**src/common/fabric_consts.svh**
```systemverilog
`ifndef FABRIC_CONSTS_SVH
`define FABRIC_CONSTS_SVH

// Cluster geometry
`define NUM_CELLS 8 // LUT cells per cluster, one carry chain
`define LUT_SIZE 4 // Inputs per LUT

// Per-cell configuration word
// Truth table 16, output select, I0 carry select, set/reset value
`define CFG_BITS 19

// APB word address width
// Cells at 0..7, control at 8, identifier at 9
`define APB_ADDR_W 6

`endif

```
**src/common/cfgPkg.sv**
```systemverilog
`default_nettype none

`include "fabric_consts.svh"

package cfgPkg;

	// Master to slave, one bundle per transfer
	typedef struct packed {
		logic psel; // Slave selected
		logic penable; // High in access phase
		logic pwrite; // 1 write, 0 read
		logic [`APB_ADDR_W-1:0] paddr; // Word address, no byte lanes
		logic [31:0] pwdata; // Write data
	} apbReqT;

	// Slave to master
	typedef struct packed {
		logic [31:0] prdata; // Read data, valid in access phase
		logic pready; // Tied high, zero wait states
		logic pslverr; // Unmapped address
	} apbRspT;

	// Register selected by paddr
	typedef enum logic [1:0] {
		regCell, // Cell configuration word 0..NUM_CELLS-1
		regCtrl, // Control, bit 0 enable mask
		regId, // Read-only cell count
		regBad // Anything else
	} regOpE;

endpackage

`default_nettype wire

```
**src/common/clbPkg.sv**
```systemverilog
`default_nettype none

`include "fabric_consts.svh"

package clbPkg;

	// One cell configuration, CFG_BITS wide
	// Bit 18 resetValue, 17 i0Carry, 16 outFlop, 15:0 truthTable
	typedef struct packed {
		logic resetValue; // Loaded into flop while sr is high
		logic i0Carry; // LUT index bit 0 from carry-in instead of I0
		logic outFlop; // Output from flop instead of LUT
		logic [(2**`LUT_SIZE)-1:0] truthTable; // Indexed by {I3, I2, I1, I0mux}
	} lutCfgT;

	// Flop controls shared by every cell of the cluster
	typedef struct packed {
		logic en; // Clock enable
		logic sr; // Synchronous set/reset
	} cellCtrlT;

	// Keeps the struct in step with the register map
	localparam int LUT_CFG_W = $bits(lutCfgT);

	// Control word width, matches cellCtrlT
	localparam int CELL_CTRL_W = $bits(cellCtrlT);

endpackage

`default_nettype wire

```
**src/configPort/apbConfigPort.sv**
```systemverilog
`timescale 1ns/1ps
`default_nettype none

`include "fabric_consts.svh"

// APB slave for the cluster configuration
// Zero wait states, so no FSM; setup then access, two cycles per transfer
module apbConfigPort
	import cfgPkg::*;
	import clbPkg::*;
(
	input wire logic UserCLK,
	input wire logic rstN,
	input wire apbReqT apbReq,
	output apbRspT apbRsp,
	input wire logic extEn, // External flop enable
	input wire logic extSr, // External set/reset
	output lutCfgT [`NUM_CELLS-1:0] cfg, // Configuration words to the cells
	output cellCtrlT ctrl // Gated flop controls
);

	localparam int IDX_W = $clog2(`NUM_CELLS); // Cell select bits of paddr
	localparam int PAD_W = 32 - `CFG_BITS; // Zero fill on cell read-back

	lutCfgT [`NUM_CELLS-1:0] cfgQ; // Cell configuration store
	logic enMaskQ; // Control bit 0
	logic [31:0] prdataQ; // Registered read data

	regOpE regOp; // Decoded register
	logic [IDX_W-1:0] cellIdx; // Cell word select
	logic setupPh; // First cycle of a transfer
	logic accessPh; // Second cycle, write commits at its end
	logic [31:0] rdData; // Read mux

	assign setupPh = apbReq.psel & ~apbReq.penable;
	assign accessPh = apbReq.psel & apbReq.penable;
	assign cellIdx = apbReq.paddr[IDX_W-1:0];

	// Address decode, paddr is a word address
	always_comb begin
		if (apbReq.paddr < `APB_ADDR_W'(`NUM_CELLS)) begin
			regOp = regCell;
		end else if (apbReq.paddr == `APB_ADDR_W'(`NUM_CELLS)) begin
			regOp = regCtrl; // Address 8
		end else if (apbReq.paddr == `APB_ADDR_W'(`NUM_CELLS + 1)) begin
			regOp = regId; // Address 9
		end else begin
			regOp = regBad;
		end
	end

	// Read mux, unmapped reads return zero
	always_comb begin
		unique case (regOp)
			regCell: rdData = {{PAD_W{1'b0}}, cfgQ[cellIdx]};
			regCtrl: rdData = {31'b0, enMaskQ};
			regId: rdData = 32'(`NUM_CELLS); // Cell count
			default: rdData = '0;
		endcase
	end

	// Configuration and control writes, taken at the end of the access phase
	always_ff @(posedge UserCLK or negedge rstN) begin
		if (!rstN) begin
			cfgQ <= '0; // All truth tables zero
			enMaskQ <= 1'b0; // Flops frozen until software enables
		end else if (accessPh && apbReq.pwrite) begin
			unique case (regOp)
				regCell: cfgQ[cellIdx] <= lutCfgT'(apbReq.pwdata[`CFG_BITS-1:0]);
				regCtrl: enMaskQ <= apbReq.pwdata[0];
				default: ; // Identifier is read-only, bad address ignored
			endcase
		end
	end

	// Read data captured at the setup edge, so it is stable through access
	always_ff @(posedge UserCLK or negedge rstN) begin
		if (!rstN) begin
			prdataQ <= '0;
		end else if (setupPh && !apbReq.pwrite) begin
			prdataQ <= rdData;
		end
	end

	// Response, error flagged only during the access phase
	assign apbRsp = '{
		prdata: prdataQ,
		pready: 1'b1, // Never stalls
		pslverr: accessPh & (regOp == regBad)
	};

	assign cfg = cfgQ;

	// Mask gates the external enable, sr passes through
	assign ctrl = '{en: enMaskQ & extEn, sr: extSr};

endmodule

`default_nettype wire

```
**src/design/clusterTop.sv**
```systemverilog
`timescale 1ns/1ps
`default_nettype none

`include "fabric_consts.svh"

// Cluster top, APB configuration port plus the logic cluster
module clusterTop
	import cfgPkg::*;
	import clbPkg::*;
(
	input wire logic UserCLK,
	input wire logic rstN,
	input wire apbReqT apbReq, // From the APB master
	output apbRspT apbRsp,
	input wire logic extEn, // Fabric enable pin
	input wire logic extSr, // Fabric set/reset pin
	input wire logic [`NUM_CELLS*`LUT_SIZE-1:0] fabricIn,
	input wire logic carryIn,
	output logic [`NUM_CELLS-1:0] fabricOut,
	output logic carryOut
);

	lutCfgT [`NUM_CELLS-1:0] cellCfg; // Port to cluster configuration
	cellCtrlT cellCtrl; // Gated en and sr

	// Register file and control
	apbConfigPort uCfgPort (
		.UserCLK (UserCLK),
		.rstN (rstN),
		.apbReq (apbReq),
		.apbRsp (apbRsp),
		.extEn (extEn),
		.extSr (extSr),
		.cfg (cellCfg),
		.ctrl (cellCtrl)
	);

	// LUT cells and carry chain
	logicCluster uCluster (
		.UserCLK (UserCLK),
		.rstN (rstN),
		.cfg (cellCfg),
		.ctrl (cellCtrl),
		.fabricIn (fabricIn),
		.carryIn (carryIn),
		.fabricOut (fabricOut),
		.carryOut (carryOut)
	);

endmodule

`default_nettype wire

```
**src/design/logicCluster.sv**
```systemverilog
`timescale 1ns/1ps
`default_nettype none

`include "fabric_consts.svh"

// Eight LUT cells on one ripple carry chain
module logicCluster
	import clbPkg::*;
(
	input wire logic UserCLK,
	input wire logic rstN,
	input wire lutCfgT [`NUM_CELLS-1:0] cfg, // One word per cell
	input wire cellCtrlT ctrl, // Shared by all cells
	input wire logic [`NUM_CELLS*`LUT_SIZE-1:0] fabricIn, // Cell k takes slice k
	input wire logic carryIn, // Into cell 0
	output logic [`NUM_CELLS-1:0] fabricOut, // Bit k from cell k
	output logic carryOut // Out of the last cell
);

	// Carry between cells, index k feeds cell k
	logic [`NUM_CELLS:0] carry;

	assign carry[0] = carryIn;

	for (genvar k = 0; k < `NUM_CELLS; k++) begin : gCell
		lut4cDffesr uCell (
			.UserCLK (UserCLK),
			.rstN (rstN),
			.cfg (cfg[k]),
			.ctrl (ctrl),
			.lutIn (fabricIn[k*`LUT_SIZE +: `LUT_SIZE]), // 4-bit slice k
			.ci (carry[k]),
			.o (fabricOut[k]),
			.co (carry[k+1]) // Ripples to the next cell
		);
	end

	assign carryOut = carry[`NUM_CELLS];

endmodule

`default_nettype wire

```
**src/design/lut4cDffesr.sv**
```systemverilog
`timescale 1ns/1ps
`default_nettype none

`include "fabric_consts.svh"

// One LUT4 cell with carry and an enabled set/reset flop
module lut4cDffesr
	import clbPkg::*;
(
	input wire logic UserCLK,
	input wire logic rstN, // Async clear of the flop
	input wire lutCfgT cfg, // Static configuration
	input wire cellCtrlT ctrl, // Shared en and sr
	input wire logic [`LUT_SIZE-1:0] lutIn, // I3..I0
	input wire logic ci, // Carry in
	output logic o, // Cell output
	output logic co // Carry out
);

	logic i0Mux; // I0 or carry-in
	logic [`LUT_SIZE-1:0] lutIdx; // Truth table index
	logic lutOut; // Combinational LUT result
	logic lutFlop; // Registered LUT result

	// I0 replaced by the incoming carry when configured
	assign i0Mux = cfg.i0Carry ? ci : lutIn[0];

	assign lutIdx = {lutIn[`LUT_SIZE-1:1], i0Mux};

	// LUT is a 16:1 mux over the truth table
	assign lutOut = cfg.truthTable[lutIdx];

	// Output select, flop or straight LUT
	assign o = cfg.outFlop ? lutFlop : lutOut;

	// iCE40 style carry, majority of ci, I1 and I2
	assign co = (ci & lutIn[1]) | (ci & lutIn[2]) | (lutIn[1] & lutIn[2]);

	// Flop: async clear, then sync load under en
	always_ff @(posedge UserCLK or negedge rstN) begin
		if (!rstN) begin
			lutFlop <= 1'b0;
		end else if (ctrl.en) begin
			if (ctrl.sr) begin
				lutFlop <= cfg.resetValue; // sr wins over data
			end else begin
				lutFlop <= lutOut;
			end
		end
	end

endmodule

`default_nettype wire

```
**config.mk**
```make
export PLATFORM = sky130hd
export DESIGN_NAME = clusterTop
export DESIGN_NICKNAME = d
export VERILOG_FILES = /design/src/common/cfgPkg.sv /design/src/common/clbPkg.sv /design/src/configPort/apbConfigPort.sv /design/src/design/clusterTop.sv /design/src/design/logicCluster.sv /design/src/design/lut4cDffesr.sv
export VERILOG_INCLUDE_DIRS = /design/src /design/src/common
export SDC_FILE = /design/constraint.sdc
export NUM_CORES = 1
export LEC_CHECK = 0
export BUFFER_PORTS_ARGS = -buffer_cell sky130_fd_sc_hd__buf_2
export CORE_MARGIN = 3
export CORE_UTILIZATION = 35
export CTS_BUF_LIST = sky130_fd_sc_hd__clkbuf_8
export CTS_CLUSTER_SIZE = 30
export DETAILED_ROUTE_END_ITERATION = 10
export GPL_TIMING_DRIVEN = 0
export SYNTH_ARGS = -nofsm -noshare
export SYNTH_HDL_FRONTEND = slang
export SYNTH_SLANG_ARGS = --single-unit
```
**constraint.sdc**
```tcl
create_clock -name UserCLK -period 4.7 [get_ports UserCLK]
set_input_delay 0.94 -clock UserCLK [delete_from_list [all_inputs] [get_ports UserCLK]]
set_output_delay 0.94 -clock UserCLK [all_outputs]
set_load 0.01 [all_outputs]
```
==> summary.txt, run 1 <==
Setup path
  – Critical path cell sequence: buf_8 > maj3_2 > maj3_2 > maj3_2 > mux2i_4 > mux4_2 > mux4_2 > mux2_4 > buf_6
  – Worst setup path startpoint: carryIn
  – Most used cell, CP: maj3_2
  – Reg-to-Reg Start: uCfgPort.cfg[36]
  – Crit path arrival time: 3930 ps
  – Worst setup SP type: input port
  – Crit path max-delay family: multiplexers
  – Worst path max stage delay: 630 ps
  – Crit path buf inv count: 2
  – Slowest CP cell: mux4_2
  – CP Max Fanout: 2
  – CP Class: in2out
  – Worst Path Required: 3760 ps
  – CP Capture Type: output port

Timing
  – Fin crit period: 4870 ps
  – Setup-failing EPs final: 4
  – Final Max Tran Viols: 0
  – RSZ-0062 raised after global routing: yes
  – Skew final: 17.9 ps
  – Hold Vio Cnt, Final: 0
  – Final worst path period share: 104%
  – Max-slew headroom: 22.5%
  – Final TNS setup: -396 ps
  – Worst-margin pin slew: 1160 ps
  – FMAX: ~210 MHz
  – Final WS setup: -171 ps

Routing
  – Total wire length: approximately 32 mm
  – First DRT Iteration DRCs: 825
  – Vias/cell: 5.94
  – Final ANT Viol Nets: 0
  – # DRC: 0
  – DR pass1 iterations: 6
  – Routed WL per cell: 27.5 um
  – Via count: between 7000 and 8000

Logic synthesis
  – Post-Syn Area: 0.00908 mm2
  – Multiplexer share of the synthesized area: roughly 31%
  – Post-synth top cells: 180 x dfrtp_1, 157 x mux2_2, 45 x nand2_1
  – Async SR Flop Fraction: 100%
  – Synth Area in Compound Gates: 10.4%
  – Post-synth top flop: dfrtp_1
  – Syn Inst Count: slightly above 700
  – XOR/XNOR Fraction of Synth Area: 0%
  – Main combinational cell family by area after synthesis: multiplexers
  – Yosys reg bits: 180
  – Synth unique cells: 43
  – Largest area contributor in the netlist: dfrtp_1
  – Synth top area cells: dfrtp_1 50%, mux2_2 19%, mux4_2 7.2%, o221ai_1 2.8%, o22ai_1 2.7%
  – Post-Synth Simple-Gate Area: 4.90%
  – Ys Warns: 0
  – Top-count cell post-synth: dfrtp_1
  – Share of the synthesized area in the top cell type: 49.6%
  – Synth Area in Adders: 0.468%
  – Seq/Total Area, Yosys: between 40% and 50%
  – EDFF count, synth: 0
  – Synthesized area per cell: between 10 and 15 um2

Global route
  – Largest net degree at the start of global routing: 92
  – GRT Total Usage: 23.1%
  – Grt total ovfl: 0
  – Vias in the first global route: 6867
  – First-pass GRT wire length: 46.8 mm
  – Initial antenna violation count: 0

Clock tree
  – # H-tree levels: 4
  – CTS buffer count: 17
  – CTS root buffer: clkbuf_8
  – Clk sinks: 180
  – Clock transition at path regs: about 90 ps
  – Hold buffers post-CTS: 0
  – Longest Clk Path Bufs: 2
  – CTS tree: done
  – Clk_lat worst skew: ~490 ps

Die
  – Die Height: 167 um
  – Die area: 0.0279 mm2
  – Initial Util: between 30% and 40%
  – Io pins: 121
  – Core footprint: 0.0253 mm2
  – Site Rows: 58
  – Die Width: 167 um

Cells and area
  – Syn-to-layout area delta: 17.0%
  – Fraction of layout cells with a size suffix above 1: 41.9%
  – # diodes: 0
  – Post-route cell area: between 0.01 and 0.015 mm2
  – Final Non-Filler Cells: 1182
  – Fin nets: 918

Placed design
  – Routability cong.: 0.976
  – Post-DP HPWL: 23.5 mm
  – DP Cell Count: 1144
  – Area after DPL: 0.0100 mm2
  – Port-buffer cells: 90

Run status
  – Failing checks: setup timing
  – Run status: finished, violations left

Job
  – Max_cap viols: 0

Pwr
  – Total leakage power: 4.98 nW
  – Power density over cell area: 309 mW/mm2
  – Maximum vdd ir drop: 0.000143 V

Hold path
  – Worst hold-check path type: in2async
==> final timing paths <==
kind                            cells after the start  slack [ps]                              end
worst max register to register                      5        1850  uCluster.gCell[1].uCell.lutFlop
worst min register to register                      2         480              uCfgPort.prdataQ[0]
min in group UserCLK                                2         480              uCfgPort.prdataQ[0]
worst max-delay path                                9        -170                     fabricOut[3]
worst min-delay path                                1         470              uCfgPort.prdataQ[1]
max in group asynchronous                           2        3360                uCfgPort.cfg[146]
==> placed cells by master (no fill, tap or decap), types with 4 or more instances in the layout <==
| cell | count |
|---|---|
| a21oi_1 | 5 |
| clkbuf_1 | 24 |
| nor4_1 | 4 |
| clkbuf_8 | 19 |
| mux2i_1 | 17 |
| buf_2 | 82 |
| mux2_4 | 5 |
| o21ai_0 | 37 |
| inv_1 | 13 |
| o221ai_1 | 29 |
| mux4_2 | 32 |
| o22ai_1 | 39 |
| dfrtp_1 | 180 |
| nand2_1 | 45 |
| buf_1 | 11 |
| buf_4 | 28 |
| conb_1 | 14 |
| nor2_1 | 33 |
| mux2_2 | 152 |
| buf_6 | 5 |
==> logic make-up after synthesis <==
family	Yosys count
other	2
adder cells (fa/ha/maj)	4
buffers and inverters	72
AO/OA/AOI/OAI	138
AND/OR/NAND/NOR	102
multiplexers	213
flip-flops	180
==> cell type report <==
cell class,instances,area [um2]
Inverter,12,45.0
Fill cell,2427,14700
Timing Repair Buffer,101,627
Tap cell,330,413
Multi-Input combinational cell,471,4360
Buffer,57,289
Clock buffer,19,262
Clock inverter,12,130
Sequential cell,180,4500
==> timing repair <==
item | CTS | global route
setup endpoints to repair | 6 | 6
gates resized for setup | 31 | 12
setup buffers | 6 | 4
pin swaps | 6 | 8
==> layer usage <==
metal	vias up	share of wire (%)	track usage, %
met5	-	0	0
met4	0	3.3	8.14
met3	55	12	8.38
met2	412	43	33.1
met1	3613	43	32.3
li1	2936	-	-
==> stage by stage <==
| step | setup WS (ps) | total power [mW] | hold slack (ps) | util [%] |
|---|---|---|---|---|
| finish | -171 | 3.29 | 465 | 42.0 |
| CTS | -99.6 | 3.27 | 486 | 41.7 |
| floorplan | 90.0 | 1.95 | 444 | - |
| detailed placement | -938 | 2.18 | 463 | 39.6 |
| global placement | -914 | 2.17 | 456 | 39.5 |
| global route | -163 | 3.40 | 512 | 42.0 |
==> state kept, by name, indices dropped and copies added, names as in the netlist <==
name and count:
uCfgPort.prdataQ 19, uCluster.gCell.uCell.lutFlop 8, uCfgPort.cfg 152, uCfgPort.enMaskQ 1
==> power by group <==
part	total (mW)	switching [mW]	internal [mW]	leakage [nW]
clock	1.10	0.598	0.499	0.198
combinational	0.484	0.267	0.217	2.34
sequential	1.71	0.0776	1.63	2.45
total	3.29	0.943	2.34	4.98
(Power assumes the default switching activity.)
==> inputs of run 2 (changes only) <==
CORE_UTILIZATION = 39   (was 35)
==> run 2 against run 1 <==
The run still ends with setup timing left. Sequential power is essentially flat. Non-clock buffer count grew 17. Flip-flop and latch count is the same. Critical path depth is the same. Maximum frequency grew 0.37%. Global-route usage grew 3.0 points. Critical endpoint unchanged.
==> summary.txt, run 2 (synthesis results as in run 1) <==
Job
  – Max_cap viols: 0

Global route
  – Vias in the first global route: 6827
  – Largest net degree at the start of global routing: 93
  – GRT Total Usage: 26.1%
  – Grt total ovfl: 0
  – First-pass GRT wire length: 46.7 mm
  – Initial antenna violation count: 1

Timing
  – Skew final: 11.7 ps
  – Final WS setup: -153 ps
  – Final worst path period share: 103%
  – Setup-failing EPs final: 2
  – Final TNS setup: -261 ps
  – Fin crit period: 4850 ps
  – RSZ-0062 raised after global routing: yes
  – Hold Vio Cnt, Final: 0
  – Hold WS: 436 ps
  – Final Max Tran Viols: 0
  – FMAX: 206 MHz
  – Max-slew headroom: 25.3%
  – Worst-margin pin slew: between 1000 and 1500 ps

Die
  – Core footprint: 0.0228 mm2
  – Die area: 0.0252 mm2
  – Initial Util: 39.9%
  – Die Height: 159 um
  – Site Rows: 55
  – Die Width: 159 um
  – Io pins: 121

Cells and area
  – Commonest non-fill, non-tap cell in the layout: dfrtp_1
  – Commonest cells after routing, fill and taps aside: 180 x dfrtp_1, 152 x mux2_2, 83 x buf_2, 45 x nand2_1, 44 x buf_4
  – Fin nets: 935
  – Sequential cell area: 0.00450 mm2
  – Post-layout utilization of the core: 47.4%
  – Area of the multi-input gates: 0.00437 mm2
  – Fraction of layout cells with a size suffix above 1: 43.2%
  – # diodes: 0
  – Syn-to-layout area delta: 18.8%
  – Max FFs per register: 152
  – Fillers: 2104
  – Post-route cell area: around 0.011 mm2

Clock tree
  – CTS tree: done
  – # H-tree levels: 4
  – CTS root buffer: clkbuf_8
  – Clock transition at path regs: 90 ps
  – Clk sinks: between 150 and 200
  – CTS buffer count: 17
  – Clk_lat worst skew: ~480 ps
  – Longest Clk Path Bufs: 2

Setup path
  – CP Capture Type: output port
  – Worst path max stage delay: 610 ps
  – R2r setup slk: between 600 and 700 ps
  – FF-to-FF path depth: 24
  – Most used cell, CP: maj3_2
  – Worst Path Required: 3760 ps
  – CP Class: in2out
  – Worst setup SP type: input port
  – Worst R2R End: uCluster.gCell[7].uCell.lutFlop
  – Slowest CP cell: mux4_2
  – Crit path arrival time: 3910 ps
  – Critical path cell sequence: buf_12 > maj3_2 > maj3_2 > maj3_2 > mux2i_4 > mux4_2 > mux4_2 > mux2_4 > buf_6
  – CP Max Fanout: 3
  – Reg-to-Reg Start: uCfgPort.cfg[150]

Pwr
  – Total leakage power: slightly above 5 nW
  – Power density over cell area: 314 mW/mm2
  – Maximum vdd ir drop: 0.000158 V
  – Design Power: 3.39 mW

Run status
  – Run status: finished, violations left
  – Failing checks: setup timing

Routing
  – Routed wl met2: 13.7 mm
  – Final ANT Viol Nets: 0
  – # DRC: 0
  – Via count: between 7000 and 8000
  – Wire length on met3: 3.12 mm
  – Total wire length: 31.9 mm
  – First DRT Iteration DRCs: 698
  – DR pass1 iterations: 5
  – Top routing layer used: met5
  – Wire length on met1: around 13 mm
  – Vias/cell: roughly 6.0
  – Routed WL per cell: 26.9 um

Placed design
  – Area after DPL: 0.0100 mm2
  – Port-buffer cells: 90
  – Post-DP HPWL: ~23 mm
  – Routability cong.: 0.988

Hold path
  – Worst hold-check path type: in2async
[run 2: cell count changes in the layout (fill, tap and decap cells not counted), sizes merged]
cell      change
inv           -3
bufinv        +2
buf          +18
clkinvlp      +2
clkbuf        -1
[run 2: cell type report]
type	instances	area share [%]
tap	313	3.63
multi-input combinational	471	40.5
timing repair buffer	119	7.06
clock inverter	13	1.67
clock buffer	19	2.42
inverter	12	0.417
sequential	180	41.7
buffer	56	2.61
[run 2: timing repair]
action                     CTS  global route
hold buffers                 0             0
pin swaps                    8            11
setup endpoints to repair    6             7
setup buffers               26             3
resized for setup           30            14
[run 2: worst max-delay path by stage]
stage / from / end / slack (ps) / cells past startpoint
after floorplan: fabricIn[2] / fabricOut[3] / 90 / 8
after global placement: fabricIn[1] / fabricOut[3] / -930 / 10
after detailed placement: fabricIn[1] / fabricOut[3] / -920 / 10
after CTS: fabricIn[1] / fabricOut[3] / -100 / 9
after global routing: fabricIn[1] / fabricOut[3] / -160 / 9
final: fabricIn[1] / fabricOut[3] / -150 / 9
[run 2: metal layers]
metal,track usage [%],up-vias
met4,11.2,2
li1,-,2968
met3,7.69,95
met5,0,-
met1,36.8,3629
met2,37.4,412
[run 2: metrics by stage]
step,setup WS (ps),std cells
6_report,-153,1183
2_1_floorplan,90.0,723
5_1_grt,-162,1183
4_1_cts,-99.5,1183
3_5_place_dp,-915,1127
3_3_place_gp,-926,1126
[run 2: worst max-delay path: cells and delay by family]
kind	cells	cell delay (ps)
adders and majority gates	3	1030
buffers and inverters	2	230
muxes	4	1700
[run 2: power breakdown]
group | leakage, nW | internal (mW) | switching, mW
clock network | 0.212 | 0.605 | 0.589
logic | 2.42 | 0.227 | 0.268
registers | 2.45 | 1.63 | 0.0763
==> inputs of run 3 (changes only) <==
PLACE_DENSITY = 0.65   (was default)
==> run 3 against run 2 <==
Core utilization decreased by 0.21 points. Largest power group unchanged. Flip-flop and latch count is the same. Sequential share of layout area up 0.19 points. The run still ends with setup timing left. First-iteration DRC count rose by 45%. Routed wire length decreased by 2.3%. Combinational power is 1% lower. Largest cell class unchanged. Register-to-register slack better by 20 ps. Cell count down 0.25%. Sequential power is essentially flat.
==> summary.txt, run 3 (synthesis results as in run 1) <==
Global route
  – Grt total ovfl: 0
  – Largest net degree at the start of global routing: around 110
  – GRT Total Usage: 25.1%
  – First-pass GRT wire length: 45.2 mm
  – Initial antenna violation count: 0
  – Vias in the first global route: 6798

Die
  – Core footprint: 0.0228 mm2
  – Site Rows: 55
  – Die Width: 159 um
  – Die area: 0.0252 mm2
  – Die Height: 159 um
  – Io pins: around 120
  – Initial Util: 39.9%

Routing
  – Final ANT Viol Nets: 0
  – DR pass1 iterations: 5
  – Routed WL per cell: between 20 and 30 um
  – Via count: 7128
  – First DRT Iteration DRCs: 1011
  – # DRC: 0
  – Vias/cell: ~6.0
  – Total wire length: 31.2 mm

Pwr
  – Power density over cell area: 308 mW/mm2
  – Maximum vdd ir drop: 0.000203 V
  – Total leakage power: 5.05 nW
  – Design Power: between 3 and 4 mW

Timing
  – Final Max Tran Viols: 0
  – FMAX: 208 MHz
  – Setup-failing EPs final: 3
  – Max-slew headroom: approximately 30%
  – Skew final: between 10 and 15 ps
  – Fin crit period: 4810 ps
  – Final TNS setup: -179 ps
  – Final WS setup: -105 ps
  – Hold Vio Cnt, Final: 0
  – Worst-margin pin slew: ~1100 ps
  – RSZ-0062 raised after global routing: yes
  – Final worst path period share: 102%

Setup path
  – Worst path max stage delay: 560 ps
  – Worst setup path startpoint: fabricIn[1]
  – Slowest CP cell: mux4_2
  – Reg-to-Reg Start: uCfgPort.cfg[150]
  – Crit path arrival time: 3870 ps
  – Worst R2R End: uCluster.gCell[7].uCell.lutFlop
  – CP endpoint: fabricOut[5]
  – WP depth: 10
  – Critical path cell sequence: buf_12 > maj3_2 > maj3_2 > buf_6 > o21ai_4 > a31oi_4 > mux4_2 > mux4_2 > mux2_4 > buf_6
  – CP Class: in2out
  – Worst Path Required: 3760 ps
  – R2r setup slk: 670 ps
  – Crit path max-delay family: multiplexers
  – FF-to-FF path depth: 26
  – CP Max Fanout: 6
  – Crit path buf inv count: 3
  – Worst setup SP type: input port
  – CP Capture Type: output port

Clock tree
  – Hold buffers post-CTS: 0
  – CTS root buffer: clkbuf_8
  – Clk sinks: 180
  – Clk_lat worst skew: 490 ps
  – CTS buffer count: 17
  – CTS tree: done
  – Longest Clk Path Bufs: 2
  – # H-tree levels: 4
  – Clock transition at path regs: 90 ps

Run status
  – Run status: finished, violations left
  – Failing checks: setup timing

Cells and area
  – Final Non-Filler Cells: 1180
  – Max FFs per register: 152
  – Syn-to-layout area delta: 18.3%
  – Fraction of layout cells with a size suffix above 1: 42.8%
  – Commonest cells after routing, fill and taps aside: 180 x dfrtp_1, 154 x mux2_2, 83 x buf_2, 45 x nand2_1, 39 x o22ai_1
  – Commonest non-fill, non-tap cell in the layout: dfrtp_1
  – # diodes: 0
  – Post-layout utilization of the core: between 40% and 50%
  – Fin nets: roughly 930

Placed design
  – DP Cell Count: roughly 1100
  – Routability cong.: 0.964
  – Post-DP HPWL: between 20 and 25 mm
  – Pre-CTS setup slack: -877 ps
  – Port-buffer cells: 90

Hold path
  – Worst hold-check path type: in2async

Job
  – Max_cap viols: 0
## run 3: per-layer routing
metal / wire (um) / track usage (%) / up-vias / part of all wire [%]
met5: 0 / 0 / - / 0
met4: 1210 / 8.68 / 0 / 3.9
met3: 3930 / 8.64 / 89 / 13
met2: 13400 / 35.7 / 503 / 43
met1: 12600 / 35.7 / 3584 / 40
li1: - / - / 2952 / -
## run 3: power breakdown
group / internal [mW] / switching [mW]
logic: 0.225 / 0.265
clock network: 0.515 / 0.605
registers: 1.63 / 0.0755
## run 3: worst reg2reg max path, cell delays in order (launching register included)
cell      delay [ps]
dfrtp_1          420
nor2b_1          120
a31oi_1           80
and3_1           280
a21o_4           250
buf_4            150
a211oi_1         240
o211ai_1         190
buf_4            180
buf_6            110
buf_6            110
buf_6            100
buf_6            100
buf_6            100
buf_6            100
buf_4            120
buf_4            120
buf_4            120
buf_4            120
buf_4            120
buf_4            120
buf_6            100
buf_6            100
buf_6            100
buf_4            120
o211ai_1         120
a22o_1           170
## run 3: cell type report
type	instances	area (um2)
Tap cell	313	392
Buffer	56	287
Sequential cell	180	4500
Clock inverter	12	131
Timing Repair Buffer	116	759
Inverter	12	45.0
Multi-Input combinational cell	471	4350
Fill cell	2118	12000
Clock buffer	20	275
## run 3: worst min path at each step
stage	start	to	slack, ps	depth (start not counted)
after floorplan	uCluster.gCell[0].uCell.lutFlop	uCluster.gCell[0].uCell.lutFlop	440	2
final	rstN	uCfgPort.prdataQ[3]	400	1
after global placement	uCfgPort.prdataQ[16]	uCfgPort.prdataQ[16]	460	1
after global routing	rstN	uCfgPort.prdataQ[3]	440	1
after detailed placement	uCfgPort.prdataQ[11]	uCfgPort.prdataQ[11]	460	1
after CTS	rstN	uCfgPort.prdataQ[3]	430	1
## run 3: stage by stage
step / hold WS [ps] / cell area (um2)
finish: 402 / 10700
global route: 440 / 10700
CTS: 426 / 10700
detailed placement: 463 / 10000
global placement: 457 / 9970
floorplan: 444 / 9130
## run 3: repair_timing
action	CTS	global route
buffers inserted	24	2
pin swaps	8	9
endpoints found under the setup margin	6	6
gates resized for setup	29	15
